### config.mk
export PLATFORM = sky130hd
export DESIGN_NAME = reg_file
export DESIGN_NICKNAME = d
export VERILOG_FILES = /design/src/logic/rv_pkg.sv /design/src/logic/reg_file.sv
export SDC_FILE = /design/constraint.sdc
export NUM_CORES = 2
export LEC_CHECK = 0
export ABC_CLOCK_PERIOD_IN_PS = 2700
export BUFFER_PORTS_ARGS = -buffer_cell sky130_fd_sc_hd__buf_2
export CAP_MARGIN = 20
export CORE_ASPECT_RATIO = 1.75
export CORE_UTILIZATION = 41
export DETAILED_ROUTE_END_ITERATION = 10
export SYNTH_ARGS = -nofsm -noshare
export SYNTH_HDL_FRONTEND = slang
export SYNTH_SLANG_ARGS = --single-unit
### constraint.sdc
create_clock -name clk -period 2.7 [get_ports clk]
set_input_delay 0.54 -clock clk [delete_from_list [all_inputs] [get_ports clk]]
set_output_delay 0.54 -clock clk [all_outputs]
set_load 0.01 [all_outputs]
### src/logic/rv_pkg.sv
package rv_pkg;

  // datapath widths
  localparam int xlen = 32;
  localparam int num_regs = 32;
  localparam int reg_idx_bits = $clog2(num_regs);

  typedef logic [xlen-1:0] word_t;
  typedef logic [reg_idx_bits-1:0] reg_idx_t;

  // instruction ROM, word organised
  localparam int imem_words = 256;
  localparam int imem_idx_bits = $clog2(imem_words);
  localparam word_t reset_pc = 32'h0000_0000;

  // major opcodes
  localparam logic [6:0] op_lui     = 7'b01_101_11;
  localparam logic [6:0] op_reg_imm = 7'b00_100_11;
  localparam logic [6:0] op_reg_reg = 7'b01_100_11;
  localparam logic [6:0] op_branch  = 7'b11_000_11;
  localparam logic [6:0] op_system  = 7'b11_100_11;

  // funct7, alt selects sub and the arithmetic right shift
  localparam logic [6:0] funct7_base = 7'b000_0000;
  localparam logic [6:0] funct7_alt  = 7'b010_0000;

  // funct3 for the integer ops
  localparam logic [2:0] f3_add_sub = 3'b000;
  localparam logic [2:0] f3_sll     = 3'b001;
  localparam logic [2:0] f3_slt     = 3'b010;
  localparam logic [2:0] f3_sltu    = 3'b011;
  localparam logic [2:0] f3_xor     = 3'b100;
  localparam logic [2:0] f3_srl_sra = 3'b101;
  localparam logic [2:0] f3_or      = 3'b110;
  localparam logic [2:0] f3_and     = 3'b111;

  // funct3 for the conditional branches
  localparam logic [2:0] f3_beq  = 3'b000;
  localparam logic [2:0] f3_bne  = 3'b001;
  localparam logic [2:0] f3_blt  = 3'b100;
  localparam logic [2:0] f3_bge  = 3'b101;
  localparam logic [2:0] f3_bltu = 3'b110;
  localparam logic [2:0] f3_bgeu = 3'b111;

  typedef enum logic [3:0] {
    add, sub, sll, slt, sltu, xor_op, srl, sra, or_op, and_op, pass_b
  } alu_op_e;

  typedef enum logic [2:0] {
    none, eq, ne, lt, ge, ltu, geu
  } branch_cond_e;

  // control and operands for one instruction
  typedef struct packed {
    reg_idx_t     rs1;
    reg_idx_t     rs2;
    reg_idx_t     rd;
    word_t        imm;
    alu_op_e      alu_op;
    logic         use_imm;
    branch_cond_e branch_cond;
    logic         reg_write;
    logic         halt_req;
    logic         illegal;
  } decoded_t;

  // one executed instruction as seen at the top level
  typedef struct packed {
    logic     valid;
    word_t    pc;
    word_t    insn;
    reg_idx_t rd;
    logic     reg_write;
    word_t    value;
    logic     halt;
  } retire_t;

endpackage

### src/logic/reg_file.sv
module reg_file (
  input  logic             clk,
  input  logic             rst,
  input  rv_pkg::reg_idx_t rs1,
  input  rv_pkg::reg_idx_t rs2,
  output rv_pkg::word_t    rs1_data,
  output rv_pkg::word_t    rs2_data,
  input  rv_pkg::reg_idx_t rd,
  input  logic             wb_en,
  input  rv_pkg::word_t    wb_value
);

  rv_pkg::word_t regs [rv_pkg::num_regs];

  // x0 keeps its reset value because execute never enables a write to it
  always_ff @(posedge clk) begin
    if (rst) begin
      for (int i = 0; i < rv_pkg::num_regs; i++) begin
        regs[i] <= '0;
      end
    end else if (wb_en) begin
      regs[rd] <= wb_value;
    end
  end

  assign rs1_data = regs[rs1];
  assign rs2_data = regs[rs2];

  x0_zero_a: assert property (
    @(posedge clk) disable iff (rst)
    (rs1 == '0) |-> (rs1_data == '0)
  ) else $error("x0 read back nonzero: %h", rs1_data);

endmodule

Yosys cells after proc, flatten, opt, wreduce, memory -nomap -nowiden --
Memories as Yosys holds them, arrays and structs flattened. Cells that the tools add are included.
Word-level totals: bits in registers 0, bits in writable memories 1024, bits of input ports 50, output and inout port bits 64, logic and storage cells 10, memories 1
Cells by class: muxes and demuxes 8, reduce and logical (&&, ||, !) cells 1
Memory list:
- regs | words 32, width 32, rd ports 2, clocked after memory_dff 0, write ports 32, line reg_file.sv:13 | rv_pkg::word_t regs [rv_pkg::num_regs];
Operators with widths (number):
- $mux W32 | 1
- $reduce_or A32 Y1 | 1
- $mux W1 | 6
- $mux W5 | 1

Logic depth before layout (Yosys ltp) --
depth in word-level cells 5, gate-level depth with buffers 8, mapped depth without buffers 5

Least setup slack after synthesis --
OpenSTA, ideal clock, no wires.
path kind input-to-output, start in rs2[1], end out rs2_data[25], data arrival time 1.674 ns, data required time 2.160 ns, path slack 0.486 ns, stages on the path 8, path buffers 4, path through buf_4 > buf_6 > buf_6 > buf_6 > mux2i_1 > a22oi_1 > a31oi_1 > nand3_1
On the way: longest elaborated chain between the ends 1
Ends and longest elaborated chain:
- start: declaration | line reg_file.sv:5 | input rv_pkg::reg_idx_t rs2,
- $mem_v2 Z32 W32
- end: declaration | line reg_file.sv:7 | output rv_pkg::word_t rs2_data,
Every way passes these cells.

==> summary.txt <==
Run status
  – Outcome: complete, but fails checks
  – Failing checks: negative setup slack

Flow run
  – Max Cap Violations: 0

Place
  – I/O Buffers: between 100 and 150
  – RePlAce Congestion: ~0.90
  – Area after DPL: 62570 sq um
  – Post-DP HPWL: 137.3 mm

Yosys
  – Post-synthesis compound-gate area fraction: between 6 and 7%
  – Synth Flop Type: edfxtp_1
  – Synth area leaders: edfxtp_1, mux2i_1, and2_1
  – Largest family of logic cells by synthesized area: multiplexers
  – Adder-cell share of the synthesized area: 0%
  – Post-Synth Simple-Gate Area: between 10% and 20%
  – Portion of netlist area occupied by mux cells: about 18%
  – Async SR Flop Fraction: 0%
  – Dominant cell type by area after synthesis: edfxtp_1
  – Cell variety after synth: 31
  – Synth top area share: a little over half
  – #FFs+latches synth: 1024
  – Synth Cell Area: between 50000 and 60000 sq um
  – Post-synthesis xor/xnor area fraction: 0%
  – Post-synth EDFFs: just over 1000
  – Average instance area after synthesis: 12.17 sq um
  – Register area share after synthesis: 54.45%
  – Syn Inst Count: roughly 4600
  – Post-synth net total: between 4000 and 5000
  – Ys Warns: 0

Power
  – P_leak: ~27 nW
  – Seq pwr share: between 40% and 50%
  – Sw Ratio: 26.40%
  – Pwr Density: between 500 and 600 nW/um^2
  – Total power: approximately 39 mW
  – Cell Int Power: 28.57 mW
  – Clock group share of total power: around 36%
  – Net Switching: 10.25 mW
  – Comb power frac: between 10% and 20%
  – Peak supply drop: roughly 410 uV

Timing
  – RSZ-0062 raised after global routing: yes
  – Final setup fails: 11
  – Worst Max-Slew Pin Slew: between 0.7 and 0.8 ns
  – PnR worst setup slack: -0.05418 ns
  – Final min period: approximately 2.8 ns
  – Final period util: 102.0%
  – Fmax: 363.1 MHz
  – Max transition margin: roughly half
  – Max-slew violation count: 0
  – Final-report hold violation count: 0

Worst setup path
  – CP cell instances: mux2i_1 > a22o_1 > nor3_2 > a31oi_4 > nand3_2 > buf_6
  – Critical Path AT: 2.21 ns
  – Crit. Startpoint: regs[2][9]$_SDFFCE_PN0P_
  – Worst Setup End Kind: output pin
  – Worst path required time: between 2 and 2.5 ns
  – Cell at the slowest stage of the critical path: edfxtp_1
  – Setup CP Type: flip-flop to output pin
  – CP Max Fanout: 2
  – Startpoint types: flip-flop
  – Max stage delay on crit path: 0.42 ns

Layout
  – Most frequent cells in the layout: and2_1, edfxtp_1, mux2i_1, buf_4, nand2_1
  – Area Growth Syn to Fin: 21.26%
  – Footprint of the multi-input gates: roughly 25000 sq um
  – # fillers: approximately 12000
  – Final instance area: 68470 sq um
  – Largest registers: regs: 1024 flops
  – Max FFs per register: slightly above 1000
  – Layout Nets: approximately 5000
  – Register area: around 31000 sq um
  – Layout cells sized above 1: 20.22%
  – Top reg by flops: regs

Floorplanning
  – Die X: 282.5 microns
  – # IOs: about 110
  – # rows: ~180
  – DIE AREA: 139300 sq um
  – Initial Util: 41.40%
  – Core Area: ~140000 sq um
  – Die Y: around 490 microns

Global route
  – Initial antenna violation count: 23
  – GRT Total Usage: between 30% and 40%
  – First-pass GRT wire length: between 300 and 400 mm
  – Vias in the first global route: 42197
  – Largest net degree at the start of global routing: 34
  – Overflow after GRT: 0

Drt
  – Iter 0 DRT Violations: 4406
  – Uppermost layer routed: met5
  – Routed WL: 222.0 mm
  – Met3 wire len: 17.41 mm
  – DR pass1 iterations: 6
  – Vias/cell: 6.110
  – DRT antenna net count: 0
  – DRT met1 WL: around 81 mm
  – Met2 wire length: between 100 and 150 mm
  – Avg WL per Cell: 32.46 microns
  – Drt drc: 0
  – Vias: ~42000

Hold path
  – Worst Hold Launch: wb_value[15]
  – Hold depth: 2
  – WHS Endpoint: regs[9][15]$_SDFFCE_PN0P_
  – Hold Path Class: input pin to flip-flop

Clocking
  – Clock root cell: clkbuf_16
  – CTS sink count: approximately 1000
  – TritonCTS Buffers: 95
  – CTS clk-pin slew, worst paths: roughly 0.060 ns
  – Clock buffer depth: 3
  – TritonCTS clock tree: yes
  – H-tree depth: 3
  – Hold_buf cts: 0
[layout make-up]
type,count,area share (%)
Sequential cell,1024,44.91
Multi-Input combinational cell,3168,35.87
Timing Repair Buffer,654,11.34
Clock buffer,115,3.675
Tap cell,1810,3.307
Clock inverter,55,0.8570
Antenna cell,12,0.04386
[metal layers]
metal	track usage, %	up-vias
met5	0	-
met4	19.62	10
met3	5.740	668
met2	52.52	2207
met1	36.46	21278
li1	-	17614
[cell usage after synthesis (10+ instances only)]
master,instances
a21oi_1,192
a22o_1,128
a22oi_1,192
a31oi_1,64
and2_1,1026
buf_1,20
buf_2,50
buf_4,76
buf_6,43
clkbuf_1,189
clkbuf_2,66
edfxtp_1,1024
mux2i_1,1024
nand2_1,195
nand3_1,193
nor2_1,22
nor2_4,10
nor3_1,64
or2_2,34
[per-stage QoR]
stage | setup TNS, ns | hold WS [ns] | instances | utilization (%) | setup slack [ns]
finish | -0.3678 | 0.4261 | 6838 | 50.20 | -0.05418
global route | -1.357 | 0.4408 | 6827 | 50.18 | -0.1153
CTS | -0.8687 | 0.3915 | 6769 | 49.34 | -0.09289
detailed placement | -7.110 | 1.162 | 6586 | 45.87 | -0.2881
global placement | -6.944 | 1.152 | 6586 | 45.87 | -0.2796
floorplan | 0 | 0.7382 | 4640 | - | 0.4863
[logic make-up after synthesis]
kind of cell | after synthesis
and+or+nand+nor | 1568
muxes | 1024
DFF | 1024
AOI/OAI and AO/OA | 576
buffers and inverters | 448
[power groups by stage]
stage          combinational (mW)  clock [mW]  sequential, mW
6_report                     5.93        14.1            18.8
5_1_grt                      6.14        14.6            18.9
4_1_cts                      5.65        14.1            18.8
3_5_place_dp                 5.24           0            19.1
3_3_place_gp                 5.21           0            19.1
2_1_floorplan                2.82           0            19.0
[repair_timing]
action | in CTS | in global routing
gates resized for setup | 207 | 106
cloned | 11 | 12
setup buffers | 21 | 54
pin swaps | 60 | 85
endpoints found under the setup margin | 61 | 59
[worst max-delay path, delay by kind of cell, from the launching register on]
kind / cells / cell delay, ns
compound gates: 2 / 0.46
flops: 1 / 0.42
buf+inv: 1 / 0.15
simple gates: 2 / 0.23
mux: 1 / 0.22
[worst max path at each step]
| stage | to | slack (ns) | cells after the start |
|---|---|---|---|
| 2_1_floorplan | rs2_data[25] | 0.49 | 8 |
| 3_3_place_gp | rs1_data[9] | -0.28 | 11 |
| 3_5_place_dp | rs2_data[3] | -0.29 | 10 |
| 4_1_cts | rs1_data[6] | -0.09 | 8 |
| 5_1_grt | rs1_data[21] | -0.12 | 6 |
| 6_report | rs2_data[9] | -0.05 | 6 |
Power figures use the tool's default switching activity.
