--- src/logic/rv_pkg.sv ---
package rv_pkg;

  // datapath widths
  localparam int xlen = 32;
  localparam int num_regs = 32;
  localparam int reg_idx_bits = $clog2(num_regs);

  typedef logic [xlen-1:0] word_t;
  typedef logic [reg_idx_bits-1:0] reg_idx_t;

  // instruction ROM, word organised
  localparam int imem_words = 256;
  localparam int imem_idx_bits = $clog2(imem_words);
  localparam word_t reset_pc = 32'h0000_0000;

  // major opcodes
  localparam logic [6:0] op_lui     = 7'b01_101_11;
  localparam logic [6:0] op_reg_imm = 7'b00_100_11;
  localparam logic [6:0] op_reg_reg = 7'b01_100_11;
  localparam logic [6:0] op_branch  = 7'b11_000_11;
  localparam logic [6:0] op_system  = 7'b11_100_11;

  // funct7, alt selects sub and the arithmetic right shift
  localparam logic [6:0] funct7_base = 7'b000_0000;
  localparam logic [6:0] funct7_alt  = 7'b010_0000;

  // funct3 for the integer ops
  localparam logic [2:0] f3_add_sub = 3'b000;
  localparam logic [2:0] f3_sll     = 3'b001;
  localparam logic [2:0] f3_slt     = 3'b010;
  localparam logic [2:0] f3_sltu    = 3'b011;
  localparam logic [2:0] f3_xor     = 3'b100;
  localparam logic [2:0] f3_srl_sra = 3'b101;
  localparam logic [2:0] f3_or      = 3'b110;
  localparam logic [2:0] f3_and     = 3'b111;

  // funct3 for the conditional branches
  localparam logic [2:0] f3_beq  = 3'b000;
  localparam logic [2:0] f3_bne  = 3'b001;
  localparam logic [2:0] f3_blt  = 3'b100;
  localparam logic [2:0] f3_bge  = 3'b101;
  localparam logic [2:0] f3_bltu = 3'b110;
  localparam logic [2:0] f3_bgeu = 3'b111;

  typedef enum logic [3:0] {
    add, sub, sll, slt, sltu, xor_op, srl, sra, or_op, and_op, pass_b
  } alu_op_e;

  typedef enum logic [2:0] {
    none, eq, ne, lt, ge, ltu, geu
  } branch_cond_e;

  // control and operands for one instruction
  typedef struct packed {
    reg_idx_t     rs1;
    reg_idx_t     rs2;
    reg_idx_t     rd;
    word_t        imm;
    alu_op_e      alu_op;
    logic         use_imm;
    branch_cond_e branch_cond;
    logic         reg_write;
    logic         halt_req;
    logic         illegal;
  } decoded_t;

  // one executed instruction as seen at the top level
  typedef struct packed {
    logic     valid;
    word_t    pc;
    word_t    insn;
    reg_idx_t rd;
    logic     reg_write;
    word_t    value;
    logic     halt;
  } retire_t;

endpackage

--- src/logic/insn_decoder.sv ---
module insn_decoder (
  input  rv_pkg::word_t    insn,
  output rv_pkg::decoded_t dec
);

  logic [6:0] opcode;
  logic [2:0] funct3;
  logic [6:0] funct7;
  rv_pkg::word_t imm_i;
  rv_pkg::word_t imm_b;
  rv_pkg::word_t imm_u;
  rv_pkg::word_t imm_shamt;

  assign opcode = insn[6:0];
  assign funct3 = insn[14:12];
  assign funct7 = insn[31:25];

  // sign-extended immediates
  assign imm_i = {{20{insn[31]}}, insn[31:20]};
  assign imm_b = {{20{insn[31]}}, insn[7], insn[30:25], insn[11:8], 1'b0};
  assign imm_u = {insn[31:12], 12'h000};
  assign imm_shamt = {27'd0, insn[24:20]};

  always_comb begin
    dec = '0;
    dec.rs1 = insn[19:15];
    dec.rs2 = insn[24:20];
    dec.rd = insn[11:7];
    dec.imm = imm_i;
    dec.alu_op = rv_pkg::add;
    dec.branch_cond = rv_pkg::none;

    case (opcode)
      rv_pkg::op_lui: begin
        dec.imm = imm_u;
        dec.alu_op = rv_pkg::pass_b;
        dec.use_imm = 1'b1;
        dec.reg_write = 1'b1;
      end
      rv_pkg::op_reg_imm: begin
        dec.use_imm = 1'b1;
        dec.reg_write = 1'b1;
        case (funct3)
          rv_pkg::f3_add_sub: dec.alu_op = rv_pkg::add;
          rv_pkg::f3_slt:     dec.alu_op = rv_pkg::slt;
          rv_pkg::f3_sltu:    dec.alu_op = rv_pkg::sltu;
          rv_pkg::f3_xor:     dec.alu_op = rv_pkg::xor_op;
          rv_pkg::f3_or:      dec.alu_op = rv_pkg::or_op;
          rv_pkg::f3_and:     dec.alu_op = rv_pkg::and_op;
          rv_pkg::f3_sll: begin
            dec.imm = imm_shamt;
            dec.alu_op = rv_pkg::sll;
            dec.illegal = (funct7 != rv_pkg::funct7_base);
          end
          default: begin
            // srli and srai share funct3, funct7 picks the fill
            dec.imm = imm_shamt;
            dec.alu_op = (funct7 == rv_pkg::funct7_alt) ? rv_pkg::sra : rv_pkg::srl;
            dec.illegal = (funct7 != rv_pkg::funct7_base) && (funct7 != rv_pkg::funct7_alt);
          end
        endcase
      end
      rv_pkg::op_reg_reg: begin
        dec.reg_write = 1'b1;
        case (funct3)
          rv_pkg::f3_add_sub: dec.alu_op = funct7[5] ? rv_pkg::sub : rv_pkg::add;
          rv_pkg::f3_sll:     dec.alu_op = rv_pkg::sll;
          rv_pkg::f3_slt:     dec.alu_op = rv_pkg::slt;
          rv_pkg::f3_sltu:    dec.alu_op = rv_pkg::sltu;
          rv_pkg::f3_xor:     dec.alu_op = rv_pkg::xor_op;
          rv_pkg::f3_srl_sra: dec.alu_op = funct7[5] ? rv_pkg::sra : rv_pkg::srl;
          rv_pkg::f3_or:      dec.alu_op = rv_pkg::or_op;
          default:            dec.alu_op = rv_pkg::and_op;
        endcase
        // alt form only exists for sub and sra
        if (funct7 == rv_pkg::funct7_alt) begin
          dec.illegal = (funct3 != rv_pkg::f3_add_sub) && (funct3 != rv_pkg::f3_srl_sra);
        end else begin
          dec.illegal = (funct7 != rv_pkg::funct7_base);
        end
      end
      rv_pkg::op_branch: begin
        dec.imm = imm_b;
        case (funct3)
          rv_pkg::f3_beq:  dec.branch_cond = rv_pkg::eq;
          rv_pkg::f3_bne:  dec.branch_cond = rv_pkg::ne;
          rv_pkg::f3_blt:  dec.branch_cond = rv_pkg::lt;
          rv_pkg::f3_bge:  dec.branch_cond = rv_pkg::ge;
          rv_pkg::f3_bltu: dec.branch_cond = rv_pkg::ltu;
          rv_pkg::f3_bgeu: dec.branch_cond = rv_pkg::geu;
          default:         dec.illegal = 1'b1;
        endcase
      end
      rv_pkg::op_system: begin
        // only ecall, every other field must be zero
        dec.halt_req = (insn[31:7] == 25'd0);
        dec.illegal = !dec.halt_req;
      end
      default: begin
        dec.illegal = 1'b1;
      end
    endcase

    // an illegal encoding retires as a no-op
    if (dec.illegal) begin
      dec.reg_write = 1'b0;
      dec.branch_cond = rv_pkg::none;
    end
  end

endmodule

--- config.mk ---
export PLATFORM = sky130hd
export DESIGN_NAME = insn_decoder
export DESIGN_NICKNAME = d
export VERILOG_FILES = /design/src/logic/rv_pkg.sv /design/src/logic/insn_decoder.sv
export SDC_FILE = /design/constraint.sdc
export NUM_CORES = 1
export LEC_CHECK = 0
export ABC_AREA = 1
export BUFFER_PORTS_ARGS = -buffer_cell sky130_fd_sc_hd__buf_2
export CAP_MARGIN = 20
export CORE_UTILIZATION = 30
export DETAILED_ROUTE_END_ITERATION = 12
export PLACE_DENSITY = 0.84
export SLEW_MARGIN = 5
export SYNTH_ARGS = -nofsm -noshare
export SYNTH_HDL_FRONTEND = slang
export SYNTH_SLANG_ARGS = --single-unit
--- constraint.sdc ---
create_clock -name vclk -period 1.2
set_input_delay 0.12 -clock vclk [all_inputs]
set_output_delay 0.12 -clock vclk [all_outputs]
set_load 0.1 [all_outputs]
==> results of run 1 <==
[per-stage QoR]
stage               area (um^2)  setup slack (ps)  std cells
floorplan                  1300              -958        176
global placement           2710              -339        334
detailed placement         2710              -495        334
[cells by family after synthesis]
group | Yosys count
buf+inv | 54
compound gates | 37
simple gates | 85
[synth_stat cells]
| cell | instances |
|---|---|
| nand2_1 | 41 |
| inv_1 | 31 |
| nor2_1 | 25 |
| buf_4 | 16 |
| o21ai_0 | 14 |
| o21ai_2 | 10 |
| a21oi_1 | 7 |
| nand3_1 | 7 |
| inv_2 | 5 |
| a31oi_1 | 2 |
| nand2_2 | 2 |
| nand4_1 | 2 |
| nor2_2 | 2 |
| nor2_4 | 2 |
| o211ai_1 | 2 |
| buf_12 | 1 |
| clkbuf_1 | 1 |
| nand3_2 | 1 |
| nor3_1 | 1 |
| nor3_2 | 1 |
| nor4_1 | 1 |
| o21ai_1 | 1 |
| o22ai_1 | 1 |
==> summary.md, run 1 <==
| Metric | Value |
|---|---|
| Outcome | stopped before the end |
| Exit stage | 4_1_cts |
| Run Error | [ERROR DPL-0038] Utilization greater than 100%, impossible to legalize |
| Cell Rows | 19 |
| Gp weighted congestion | 0.916 |
| Adder-cell share of the synthesized area | 0% |
| Yosys top cell area share | 17.4% |
| Post-Syn Nets | 208 |
| Port bufs | 90 |
| Mux contribution to synthesized area | 0% |
| Post-Syn Area | 885 um^2 |
| Largest family of logic cells by synthesized area | simple AND/OR/NAND/NOR gates |
| XOR/XNOR share of the synthesized area | 0% |
| Postcts setup bufs | 17 |
| Die X | 56.3 um |
| Complex-gate fraction of the synthesized area | 26.2% |
| Simple-Gate Fraction of Synth Area | 42.3% |
| Hold Buf Count CTS | 0 |
| HPWL Detailed | 5440 um |
| Top cell type by total area after synthesis | nand2_1 |
| Synth area leaders | nand2_1, buf_4, inv_1 |
| Syn_area_per_cell | 5.03 um^2 |
| Starting density of the core | 31.8% |
| Synth unique cells | 23 |
| Die Y | 56.3 um |
| Seq/Total Area, Yosys | 0% |
| Warnings, synthesis | 0 |
| IO Pins | 90 |
| Synthesized instance count | 176 |
| Post-cts sizing count | 103 |
==> run 2, diff against run 1 <==
CORE_UTILIZATION = 20   (was 30)
PLACE_DENSITY = default   (was 0.84)
PLACE_DENSITY_LB_ADDON = 0.15   (was default)
clock period = 1.6 ns   (was 1.2 ns; I/O delays follow)
==> run 2 against run 1 <==
Effect of this change: the flow now finishes, with violations (negative setup slack); synthesized cell count is the same; synthesized area stayed put.
==> summary.md, run 2 <==
| Metric | Value |
|---|---|
| Outcome | finished with violations |
| Failing checks | negative setup slack |
| Seq/Total Area, Yosys | 0% |
| Layout cells sized above 1 | 66.7% |
| Total negative slack | -186 ps |
| Nets | 325 |
| Post-Syn Nets | 208 |
| Port bufs | 90 |
| Worst Tran Pin Value | 495 ps |
| PwrDens | 415 mW/mm^2 |
| Routed WL | 4070 um |
| Pin count of the biggest net entering global routing | 10 |
| Top cell type by total area after synthesis | nand2_1 |
| Die Y | 68.5 um |
| FF/Latch Area | 0 um^2 |
| Global Route Usage Sum | 17.8% |
| Slowest stage delay, CP | 190 ps |
| Drt wl/cell | 11.9 um |
| Synth unique cells | 23 |
| Warnings, synthesis | 0 |
| Leak | 1.33 nW |
| Crit path time final | 1630 ps |
| Vias in the first global route | 1437 |
| Sequence of cells on the critical path | buf_6 > inv_12 > nand2_4 > nor2_2 > nand4_1 > o21ai_2 > nor2_4 > buf_12 > buf_16 > o21ai_4 > buf_12 |
| Initial DRC Count | 45 |
| Complex-gate fraction of the synthesized area | 26.2% |
| CP most frequent cell | buf_12 |
| Antenna violations before repair | 0 |
| Antenna-violating nets left | 0 |
| Pre-CTS setup slack | -117 ps |
| Startpoint types | primary input |
| Fin crit share | 102% |
| CP delay by family, top | buffers and inverters |
| Utilization after layout | 66.0% |
| CLK BUF | 0 |
| Simple-Gate Fraction of Synth Area | 42.3% |
| Most common cell in the netlist | nand2_1 |
| Grt ovf | 0 |
| Worst hold stages | 2 |
| Mux contribution to synthesized area | 0% |
| Die X | 68.5 um |
| Drt first pass iters | 4 |
| Max cap viols | 0 |
| Core area | 0.00412 mm^2 |
| Yosys top cell area share | 17.4% |
| Max VDD drop | 0.173 mV |
| Layout area overhead | 207% |
| HPWL Detailed | 3380 um |
| Worst path required time | 1440 ps |
| Synth area leaders | nand2_1, buf_4, inv_1 |
| Max Clk Rate | 615 MHz |
| Slew margin rel. | 67.2% |
| XOR/XNOR share of the synthesized area | 0% |
| Syn_area_per_cell | 5.03 um^2 |
| Gp weighted congestion | 0.835 |
| CP endpoint kind | output pin |
| Max FO, Critical Path | 6 |
| Critical path class | primary input to output pin |
| Top cells by count, synth | nand2_1, inv_1, nor2_1, buf_4, o21ai_0 |
| Worst path buffer plus inverter count | 5 |
| Final setup fails | 11 |
| Synthesized instance count | 176 |
| Hold WC Path Type | primary input to output pin |
| DR DRC count | 0 |
| Hold Buf Count CTS | 0 |
| Critical path arrival | 1470 ps |
| Vias per cell | 4.40 |
| First-pass GRT wire length | 6400 um |
| Seq_cells | 0 |
| Starting density of the core | 21.5% |
| Die area | 0.00469 mm^2 |
| Final worst slack | -25.4 ps |
| Largest family of logic cells by synthesized area | simple AND/OR/NAND/NOR gates |
| Vias | 1502 |
| Final Hold Fails | 0 |
| Hold WS | 704 ps |
| Post-Syn Area | 885 um^2 |
| CP max-delay cell | buf_12 |
| RSZ-0062 raised after global routing | true |
| Final Max Tran Viols | 0 |
| Cell Rows | 23 |
| Worst path depth | 11 |
| Diode count | 0 |
| Commonest cells after routing, fill and taps aside | buf_2, buf_12, nand2_1, buf_4, inv_1 |
| IO Pins | 90 |
| Adder-cell share of the synthesized area | 0% |
[run 2: cell counts after synthesis]
Identical to the previous run, type by type.
[run 2: layer usage]
layer | up-vias | share of wire (%) | global-route usage (%)
li1 | 767 | - | -
met1 | 684 | 38 | 20.1
met2 | 51 | 56 | 36.4
met3 | 0 | 5.7 | 1.15
met4 | 0 | 0 | 2.08
met5 | - | 0 | 0
[run 2: cell families (layout without fill, tap and decap cells)]
kind of cell,count (synthesis),after routing
and+or+nand+nor,85,85
buffers and inverters,54,169
AOI/OAI and AO/OA,37,37
[run 2: metrics by stage]
step | power, mW | cells | instance area (um^2)
floorplan | 0.731 | 176 | 1210
global placement | 1.08 | 335 | 2510
detailed placement | 1.08 | 335 | 2510
CTS | 1.12 | 341 | 2670
global route | 1.17 | 341 | 2720
finish | 1.13 | 341 | 2720
[run 2: path summary, 6_finish.rpt]
path	from	to	slack (ps)
setup / recovery	insn[6]	dec[36]	-30
hold / removal	insn[11]	dec[47]	700
[run 2: cell type report]
cell class,count,area (um^2)
timing repair buffer,133,1530
multi-input combinational,122,970
tap,50,62.6
fill,367,1400
inverter,36,153
[run 2: repair_timing]
item | 4_1_cts | 5_1_grt
pin swaps | 4 | 12
gates resized for setup | 24 | 12
setup endpoints to repair | 26 | 26
gates cloned | 1 | 0
setup buffers | 5 | 0
[run 2: where the power goes]
group	internal (mW)	leakage (nW)	switching, mW
Clock	0	0	0
Sequential	0	0	0
Combinational	0.371	1.33	0.758
Total	0.371	1.33	0.758
No activity file was read; power rests on OpenSTA's default activity.
