<file path="src/logic/rv_pkg.sv">
package rv_pkg;

  // datapath widths
  localparam int xlen = 32;
  localparam int num_regs = 32;
  localparam int reg_idx_bits = $clog2(num_regs);

  typedef logic [xlen-1:0] word_t;
  typedef logic [reg_idx_bits-1:0] reg_idx_t;

  // instruction ROM, word organised
  localparam int imem_words = 256;
  localparam int imem_idx_bits = $clog2(imem_words);
  localparam word_t reset_pc = 32'h0000_0000;

  // major opcodes
  localparam logic [6:0] op_lui     = 7'b01_101_11;
  localparam logic [6:0] op_reg_imm = 7'b00_100_11;
  localparam logic [6:0] op_reg_reg = 7'b01_100_11;
  localparam logic [6:0] op_branch  = 7'b11_000_11;
  localparam logic [6:0] op_system  = 7'b11_100_11;

  // funct7, alt selects sub and the arithmetic right shift
  localparam logic [6:0] funct7_base = 7'b000_0000;
  localparam logic [6:0] funct7_alt  = 7'b010_0000;

  // funct3 for the integer ops
  localparam logic [2:0] f3_add_sub = 3'b000;
  localparam logic [2:0] f3_sll     = 3'b001;
  localparam logic [2:0] f3_slt     = 3'b010;
  localparam logic [2:0] f3_sltu    = 3'b011;
  localparam logic [2:0] f3_xor     = 3'b100;
  localparam logic [2:0] f3_srl_sra = 3'b101;
  localparam logic [2:0] f3_or      = 3'b110;
  localparam logic [2:0] f3_and     = 3'b111;

  // funct3 for the conditional branches
  localparam logic [2:0] f3_beq  = 3'b000;
  localparam logic [2:0] f3_bne  = 3'b001;
  localparam logic [2:0] f3_blt  = 3'b100;
  localparam logic [2:0] f3_bge  = 3'b101;
  localparam logic [2:0] f3_bltu = 3'b110;
  localparam logic [2:0] f3_bgeu = 3'b111;

  typedef enum logic [3:0] {
    add, sub, sll, slt, sltu, xor_op, srl, sra, or_op, and_op, pass_b
  } alu_op_e;

  typedef enum logic [2:0] {
    none, eq, ne, lt, ge, ltu, geu
  } branch_cond_e;

  // control and operands for one instruction
  typedef struct packed {
    reg_idx_t     rs1;
    reg_idx_t     rs2;
    reg_idx_t     rd;
    word_t        imm;
    alu_op_e      alu_op;
    logic         use_imm;
    branch_cond_e branch_cond;
    logic         reg_write;
    logic         halt_req;
    logic         illegal;
  } decoded_t;

  // one executed instruction as seen at the top level
  typedef struct packed {
    logic     valid;
    word_t    pc;
    word_t    insn;
    reg_idx_t rd;
    logic     reg_write;
    word_t    value;
    logic     halt;
  } retire_t;

endpackage

</file>
<file path="src/logic/commit_stage.sv">
module commit_stage (
  input  logic             clk,
  input  logic             rst,
  input  rv_pkg::word_t    pc,
  input  rv_pkg::word_t    insn,
  input  rv_pkg::reg_idx_t rd,
  input  logic             wb_en,
  input  rv_pkg::word_t    wb_value,
  input  logic             halt_req,
  output logic             halt,
  output rv_pkg::retire_t  retire
);

  logic ecall_retired;

  // the ecall record is on the output this cycle
  assign ecall_retired = retire.valid && retire.halt;

  always_ff @(posedge clk) begin
    if (rst) begin
      halt <= 1'b0;
      retire.valid <= 1'b0;
      retire.halt <= 1'b0;
    end else begin
      halt <= halt || ecall_retired;
      // the parked ecall is fetched again and must not retire twice
      retire.valid <= !halt && !ecall_retired;
      retire.halt <= halt_req;
      retire.pc <= pc;
      retire.insn <= insn;
      retire.rd <= rd;
      retire.reg_write <= wb_en;
      retire.value <= wb_value;
    end
  end

  no_retire_when_halted_a: assert property (
    @(posedge clk) disable iff (rst)
    halt |-> !retire.valid
  ) else $error("retire strobe while halted");

endmodule

</file>
<file path="config.mk">
export PLATFORM = sky130hd
export DESIGN_NAME = commit_stage
export DESIGN_NICKNAME = d
export VERILOG_FILES = /design/src/logic/rv_pkg.sv /design/src/logic/commit_stage.sv
export SDC_FILE = /design/constraint.sdc
export NUM_CORES = 1
export LEC_CHECK = 0
export ABC_AREA = 1
export BUFFER_PORTS_ARGS = -buffer_cell sky130_fd_sc_hd__buf_2
export CAP_MARGIN = 20
export CORE_MARGIN = 10
export CORE_UTILIZATION = 30
export CTS_CLUSTER_SIZE = 12
export DETAILED_ROUTE_END_ITERATION = 6
export GPL_ROUTABILITY_DRIVEN = 0
export GPL_TIMING_DRIVEN = 0
export PLACE_DENSITY = 0.67
export RECOVER_POWER = 50
export REMOVE_ABC_BUFFERS = 1
export SLEW_MARGIN = 40
export SYNTH_ARGS = -nofsm -noshare
export SYNTH_HDL_FRONTEND = slang
export SYNTH_SLANG_ARGS = --single-unit
</file>
<file path="constraint.sdc">
create_clock -name clk -period 3 [get_ports clk]
set_input_delay 0.6 -clock clk [delete_from_list [all_inputs] [get_ports clk]]
set_output_delay 0.6 -clock clk [all_outputs]
set_load 0.02 [all_outputs]
</file>
# Yosys cells after proc, flatten, opt, wreduce, memory -nomap -nowiden
# Index checks and enable logic that the tools add are counted.
[word_totals] input_bits=105 elab_cells=13 output_inout_bits=105 regBits=105
[classes] n_reduce_logical=5
[ops] operator="1-bit logical AND" n=2
[ops] operator="1-bit zero test" n=2
[ops] operator="1-bit logical OR" n=1

# Depth between registers and ports, before layout
# Gate-level depths: netlist (run 1).
[logic_depth] depth_word=3 ltp_mapped=3 ltp_nobuf=3

# Worst setup path after synthesis (run 1)
# Ideal clock, no wire load.
[synth_timing] kind="input-to-reg" startpoint="input port rst" endpoint="register retire[100] (netlist bit), enable pin" arrival_ns=2.572 cell_stages=1 t_required_ns=2.545 path_buffers=0 path_slack_ns=-0.027 setup_time_ns=0.455 cell_sequence="inv_1"
[synth_lines] item="start: declaration" line="commit_stage.sv:3" rtl="input logic rst,"
[synth_lines] item="end: declaration" line="commit_stage.sv:11" rtl="output rv_pkg::retire_t retire"
# No word-level cell between the ends.

# Worst setup path in the final report (run 1)
[layout_timing] startpoint="register retire[84] (netlist bit)" endpoint="output port retire[84] (netlist bit)"
# No word-level cell between the ends.

==> impl_results.md, run 1 <==
- Layout Cells excl Fill: 475
- Syn-to-layout area delta: 47.2%
- Hpwl dp: 6.95 mm
- Vias: approximately 1900
- Period utilization: 0.504
- Nets: 439
- Rel. slew slack: 0.714
- Remaining DRCs: 0
- Max IR drop VDD: 0.251 mV
- Post-layout minimum cycle time: ~1.5 ns
- Initial Utilization: 0.307
- Port-buffer cells: 209
- Synth Flop Type: edfxtp_1
- Post_cts resized: 0
- CTS tree: yes
- Yosys cell types: 7
- Root Buffer: clkbuf_8
- Post-Syn Instances: 113
- Internal Pwr Total: 0.00243 W
- Post-CTS Hold Buffers: 0
- Outcome: complete, no violations
- HP Class: input pin to register
- Post-Syn Area: 3160 um^2
- Ys async rst share: 0
- DR WL/cell: between 15 and 20 um
- Commonest cells post-synth: edfxtp_1 (102), dfxtp_1 (3), inv_1 (3), nand2_1 (2)
- Pwr dens: 679 nW/um^2
- Post-synth top area cell: edfxtp_1
- Leakage: 2.00 nW
- CP Buf/Inv Count: 1
- Worst skew pair latency: 0.36 ns
- Row Count: 37
- Share of layout cells above drive strength 1: 0.664
- Area contributors post-synth: edfxtp_1 (97%), dfxtp_1 (1.9%), inv_1 (0.36%), nand2_1 (0.24%), nor2_2 (0.20%)
- # IOs: 210
- Tightest Pin Transition: ~0.43 ns
- CP Class: register to output pin
- Initial antenna violation count: 0
- YS warnings: 0
- Critical path required time: 2.40 ns
- Worst path arrival time: 0.91 ns
- Setup bufs post-CTS: 0
- Max cap viols: 0
- Detailed router's first-iteration violation count: about 120
- RSZ-0062 raised after global routing: no
- Total GRT Usage: 0.107
- Max Clk Rate: between 600 and 700 MHz
- EDFF count, synth: 102
- Logic pwr share: 0.117
- CTS buffer count: 9
- TritonCTS Sinks: 105
- P_sw: 0.000722 W
- DIE HEIGHT: 123 um
- Switch share: 0.229
- Setup violators final: 0
- Hold Vio Cnt, Final: 0
- Worst Skew: about 0.0086 ns
- #FFs+latches synth: 105
- Drt total wl: about 8.6 mm
- Sequential Power Share: 0.557
- Clk buf depth: 2
- First-pass GRT wire length: 12.0 mm
- Reg clk slew, reported paths: roughly 0.10 ns
- Largest stage delay, worst path: 0.38 ns
- Grt ovf: 0
- Placed insts: 459
- Via count of the first global-routing pass: 2147
- Clock power share: 0.326
- Crit path capture type: output pin
- Die extent in x: 123 um
- # fillers: 935
- Die area: 15000 um^2
- Largest net degree at the start of global routing: 57
- Critical Path Source Type: register
- Final Max Tran Viols: 0
- CP max FO: 1
- Core area: 10300 um^2
- Hold WS: 0.410 ns
- Critical path, cell by cell: buf_2
- DRT Pass-1 Iters: 4
- Final ANT Viol Nets: 0
- Mean post-synth cell area: approximately 28 um^2
- Vias per cell: between 4 and 5
- Sequential element share of the synthesized area: 0.989
- CP delay by family, top: flip-flops
- # diodes: 0
- Count leader, synth: edfxtp_1
- CP max stage cell: edfxtp_1
- Yosys top cell area share: 0.970
- H-tree levels: 3
final timing paths:
check | startpoint | to | slack [ns] | cells after the start
max | retire[84] | retire[84] | 1.49 | 1
min | pc[1] | retire[72] | 0.41 | 1
max reg2reg | retire[103] | halt | 2.36 | 2
min reg2reg | halt | halt | 0.52 | 2
metrics by stage:
step / instance area, um^2 / worst slack [ns] / TNS, ns / util / power, W
2_1_floorplan: 3160 / -0.0273 / -2.78 / - / 0.00198
3_3_place_gp: 4370 / -0.854 / -86.67 / 0.425 / 0.00216
3_5_place_dp: 4410 / 1.22 / 0 / 0.429 / 0.00217
4_1_cts: 4650 / 1.44 / 0 / 0.452 / 0.00320
5_1_grt: 4650 / 1.43 / 0 / 0.452 / 0.00328
6_report: 4650 / 1.49 / 0 / 0.452 / 0.00316
final cells by class:
class / instances / area (um^2) / share of cell area
clock buffer: 11 / 141 / 0.0304
clock inverter: 5 / 103 / 0.0221
inverter: 3 / 16.3 / 0.00350
multi-input combinational: 5 / 22.5 / 0.00485
sequential: 105 / 3120 / 0.672
tap: 136 / 170 / 0.0366
timing repair buffer: 210 / 1070 / 0.230
routing by layer:
layer / wire [um] / part of all wire / up-vias / global-route usage
met4: 143 / 0.017 / 0 / 0.0538
met2: 4300 / 0.50 / 119 / 0.180
li1: - / - / 886 / -
met5: 0 / 0 / - / 0
met1: 3120 / 0.36 / 924 / 0.111
met3: 1010 / 0.12 / 12 / 0.0491
registers in the layout, summed over array words and instances (netlist names):
register / count
halt: 1
retire: 104
power by group through the flow:
| stage | sequential [W] | combinational [W] | clock (W) |
|---|---|---|---|
| CTS | 0.00176 | 0.000378 | 0.00106 |
| detailed placement | 0.00179 | 0.000378 | 0 |
| finish | 0.00176 | 0.000368 | 0.00103 |
| floorplan | 0.00195 | 0.0000215 | 0 |
| global placement | 0.00180 | 0.000367 | 0 |
| global route | 0.00177 | 0.000393 | 0.00112 |
layout by cell type, fill, tap and decap left out:
master      instances
buf_16              1
a21oi_1             1
buf_2             207
nor2_2              1
edfxtp_1          102
inv_1               2
clkbuf_8           10
dfxtp_1             3
clkbuf_1            3
clkinvlp_4          1
bufinv_16           3
inv_6               1
clkinv_2            1
nor2_1              1
nand2_1             2
cells by family after synthesis:
logic type	Yosys count	share of synthesized area
DFF	105	0.989
AOI/OAI and AO/OA	1	0.00158
and+or+nand+nor	4	0.00555
buffers and inverters	3	0.00357
No activity file was read; power rests on OpenSTA's default activity.
==> run 2: changes to the inputs <==
PLACE_DENSITY = 0.65   (was 0.67)
clock period = 1.45 ns   (was 3 ns; I/O delays follow)
==> impl_results.md, run 2 (synthesis gave the netlist of run 1 again) <==
- Outcome: complete, no violations
- Post-CTS Hold Buffers: 0
- Share of layout cells above drive strength 1: 0.661
- Critical Path Source Type: register
- Switch share: 0.243
- Hold Vio Cnt, Final: 0
- CP max stage cell: edfxtp_1
- Dpl cell area: around 4400 um^2
- Hold Path Origin: pc[13]
- M1 wire length: approximately 3.1 mm
- CP max FO: 1
- Period utilization: 0.835
- Final setup margin: about 0.24 ns
- Max FFs per register: 104
- Number of stages on the worst hold path: 1
- Total GRT Usage: 0.112
- Max layer used: met4
- Reg2Reg Setup Slack: 0.79 ns
- Post_cts resized: 0
- Setup WS pre-CTS: -0.0262 ns
- Fin area: roughly 4600 um^2
- Placed insts: approximately 460
- Vias: 1931
- Vias per cell: between 4 and 5
- Detailed router's first-iteration violation count: 71
- First-pass GRT wire length: about 12 mm
- Met2 WL post-DR: 4.50 mm
- P_sw: 0.00149 W
- Reg2reg end: retire[103]
- Pwr dens: roughly 1300 nW/um^2
- Die extent in x: roughly 120 um
- DRT Pass-1 Iters: 4
- Core area: 10300 um^2
- Initial Utilization: 0.307
- Remaining DRCs: 0
- H-tree levels: 3
- Rel. slew slack: 0.709
- Clock power share: 0.281
- HP Class: input pin to register
- Final ANT Viol Nets: 0
- Grt ovf: 0
- Largest net degree at the start of global routing: 58
- Critical path, cell by cell: buf_2
- Top reg by flops: retire
- Tightest Pin Transition: 0.436 ns
- Worst R2R Path Depth: 3
- Commonest cells after routing, fill and taps aside: buf_2 (207), edfxtp_1 (102), clkbuf_8 (9)
- TritonCTS Sinks: 105
- Post-layout minimum cycle time: roughly 1.2 ns
- Drt total wl: 8.80 mm
- Sequential Power Share: 0.595
- Setup bufs post-CTS: 0
- Max IR drop VDD: 0.558 mV
- Routed wl met3: 1.04 mm
- CP Buf/Inv Count: 1
- Critical path required time: 1.16 ns
- # IOs: 210
- Reg clk slew, reported paths: 0.10 ns
- Initial antenna violation count: 0
- Clk buf depth: 2
- Max Clk Rate: 826 MHz
- Top flop regs: retire x104, halt x1
- Syn-to-layout area delta: 45.4%
- Leakage: 1.97 nW
- Worst path arrival time: 0.92 ns
- CTS tree: yes
- Layout Cells excl Fill: 475
- Row Count: 37
- Hpwl dp: between 7 and 8 mm
- Crit path capture type: output pin
- CP delay by family, top: flip-flops
- Final Max Tran Viols: 0
- Commonest non-fill, non-tap cell in the layout: buf_2
- Via count of the first global-routing pass: 2164
- Worst Skew: 0.00749 ns
- Logic pwr share: 0.124
- CTS buffer count: 9
- Worst Hold End: retire[84]
- Worst skew pair latency: 0.35 ns
- Nets: 439
- # diodes: 0
- Root Buffer: clkbuf_8
- Largest stage delay, worst path: 0.39 ns
- Internal Pwr Total: about 0.0046 W
- CP Class: register to output pin
- DR WL/cell: 18.5 um
- Max cap viols: 0
- Setup violators final: 0
- Total power: 0.00612 W
- Die area: 15000 um^2
- RSZ-0062 raised after global routing: no
- Reg2reg start: retire[103]
- DIE HEIGHT: 123 um
- Port-buffer cells: 209
-- run 2: changes by cell type in the layout (fill, tap and decap cells not counted), sizes merged --
cell	previous run	this run
clkinv	1	3
clkbuf	13	12
clkinvlp	1	2
bufinv	3	1
-- run 2: power by group through the flow --
stage	Clock, W	Sequential (W)	Combinational, W
detailed placement	0	0.00372	0.000781
floorplan	0	0.00404	0.0000444
finish	0.00172	0.00364	0.000761
global route	0.00195	0.00367	0.000811
global placement	0	0.00372	0.000760
CTS	0.00182	0.00365	0.000782
-- run 2: through the flow --
stage               TNS, ns  hold slack, ns   util
floorplan           -129.26           0.357      -
global placement    -212.28           0.465  0.425
detailed placement    -1.26           0.468  0.429
CTS                       0          0.0711  0.447
global route              0          0.0633  0.447
finish                    0           0.103  0.447
-- run 2: worst max path at each step --
stage / from / end / slack, ns / cells past startpoint
floorplan: rst / retire[100] / -1.27 / 1
global placement: rst / retire[34] / -2.09 / 2
detailed placement: rst / retire[17] / -0.03 / 3
CTS: retire[38] / retire[38] / 0.19 / 1
global route: retire[61] / retire[61] / 0.17 / 1
finish: retire[38] / retire[38] / 0.24 / 1
-- run 2: layout make-up --
| cell class | instances | area, um^2 |
|---|---|---|
| sequential | 105 | 3120 |
| multi-input combinational | 5 | 22.5 |
| fill | 956 | 5690 |
| clock inverter | 6 | 58.8 |
| inverter | 3 | 16.3 |
| tap | 136 | 170 |
| clock buffer | 10 | 128 |
| timing repair buffer | 210 | 1070 |
-- run 2: routing by layer --
| metal | GRT usage | vias up |
|---|---|---|
| li1 | - | 886 |
| met1 | 0.114 | 923 |
| met2 | 0.188 | 113 |
| met3 | 0.0574 | 9 |
| met4 | 0.0530 | 0 |
| met5 | 0 | - |
==> run 3: changes to the inputs <==
PLACE_DENSITY = 0.67   (was 0.65)
clock period = 1 ns   (was 1.45 ns; I/O delays follow)
==> impl_results.md, run 3 (synthesis gave the netlist of run 1 again) <==
- Top flop regs: retire x104, halt x1
- Remaining DRCs: 0
- TritonCTS Sinks: 105
- DRT Pass-1 Iters: 4
- Root Buffer: clkbuf_8
- HP Class: input pin to register
- Setup violators final: 116
- Routed wl met3: 1.00 mm
- Clk buf depth: 2
- Nets: 523
- Leakage: ~2.6 nW
- Critical Path Source Type: register
- # fillers: 752
- Hold Vio Cnt, Final: 0
- Worst path arrival time: 0.95 ns
- Post-layout minimum cycle time: around 1.2 ns
- # IOs: 210
- Final setup margin: -0.151 ns
- Final Max Tran Viols: 0
- Max Clk Rate: 869 MHz
- Max FFs per register: 104
- Failing checks: negative setup slack
- DR WL/cell: 18.4 um
- Total GRT Usage: 0.125
- Initial Utilization: 0.307
- First-pass GRT wire length: ~14 mm
- Initial antenna violation count: 0
- CTS tree: yes
- Outcome: finished with violations
- Critical path required time: 0.80 ns
- Via count of the first global-routing pass: about 2600
- Setup WS pre-CTS: -0.382 ns
- Vias per cell: slightly above 4
- Max IR drop VDD: roughly 0.76 mV
- Commonest cells after routing, fill and taps aside: buf_2 (108), edfxtp_1 (102), buf_6 (99)
- Top reg by flops: retire
- Core area: 10300 um^2
- CP max stage cell: edfxtp_1
- Hpwl dp: 6.95 mm
- Crit path capture type: output pin
- Period utilization: 1.15
- Met2 WL post-DR: approximately 5.6 mm
- Pwr dens: 1670 nW/um^2
- CTS buffer count: 9
- Vias: 2293
- Total power: 0.0102 W
- Syn-to-layout area delta: 93.7%
- CP delay by family, top: flip-flops
- CP Class: register to output pin
- Port-buffer cells: 209
- Reg clk slew, reported paths: 0.10 ns
- CP Buf/Inv Count: 1
- Tightest Pin Transition: 0.376 ns
- Detailed router's first-iteration violation count: 110
- DIE HEIGHT: 123 um
- Drt total wl: about 10 mm
- Die area: 15000 um^2
- Worst Skew: 0.00646 ns
- Critical path, cell by cell: buf_2
- Die extent in x: 123 um
- M1 wire length: 3.45 mm
- Final ANT Viol Nets: 0
- Worst skew pair latency: 0.36 ns
- Rel. slew slack: 0.750
- Row Count: 37
- Max cap viols: 0
- Max layer used: met4
- Largest net degree at the start of global routing: 57
- Largest stage delay, worst path: 0.41 ns
- RSZ-0062 raised after global routing: yes
- Commonest non-fill, non-tap cell in the layout: buf_2
- Finished Core Util: 0.595
- Grt ovf: 0
- Share of layout cells above drive strength 1: 0.541
- CP max FO: 1
- H-tree levels: 3
==> run 3: changes by cell type in the layout (fill, tap and decap cells not counted) <==
cell / change
buf_6: +99
inv_6: -1
clkbuf_8: +1
buf_4: +1
diode_2: +1
clkinvlp_4: -1
clkinv_2: -1
dfxtp_1: -3
bufinv_16: +2
dfxtp_2: +3
dlygate4sd3_1: +83
inv_8: +1
buf_2: -99
clkinv_1: -1
==> run 3: final cells by class <==
type                    count  area (um^2)  share of cell area
diodes                      1         2.50            0.000409
clock buffers              11          141              0.0231
clock inverters             5          103              0.0168
inverters                   3         18.8             0.00307
multi-input cells           5         22.5             0.00368
flip-flops and latches    105         3130               0.511
well taps                 136          170              0.0278
repair buffers            294         2530               0.414
==> run 3: path summary, 6_finish.rpt <==
kind	to	slack (ns)	cells past startpoint	start
worst min-delay path	retire[2]	0.02	1	wb_value[1]
worst max register to register	halt	0.26	3	halt
worst min register to register	halt	0.55	2	retire[0]
worst max-delay path	retire[94]	-0.15	1	retire[94]
==> run 3: per-layer routing <==
layer  vias up  GRT usage
met5         -          0
met4         0     0.0655
met3        21     0.0500
met2       127      0.223
met1      1089      0.123
li1       1056          -
==> run 3: timing repair <==
item	4_1_cts	5_1_grt
hold buffers	69	14
resized for setup	115	87
endpoints found under the setup margin	105	160
setup buffers	0	1
hold endpoints to repair	69	14
==> run 3: power by group <==
group          leakage [nW]  total, W  switching [W]  internal [W]
registers              1.02   0.00537       0.000158       0.00521
logic                  1.42   0.00175       0.000801      0.000945
clock network         0.120   0.00310        0.00137       0.00173
==> run 3: through the flow <==
stage	hold slack, ns	setup TNS [ns]	std cells	cell area [um^2]
after CTS	0.000610	-12.24	544	5690
final	0.0208	-10.11	560	6110
after global placement	0.376	-249.87	458	4370
after detailed placement	0.378	-23.86	459	4410
after global routing	-0.000846	-16.60	559	6110
after floorplan	0.267	-165.98	113	3160
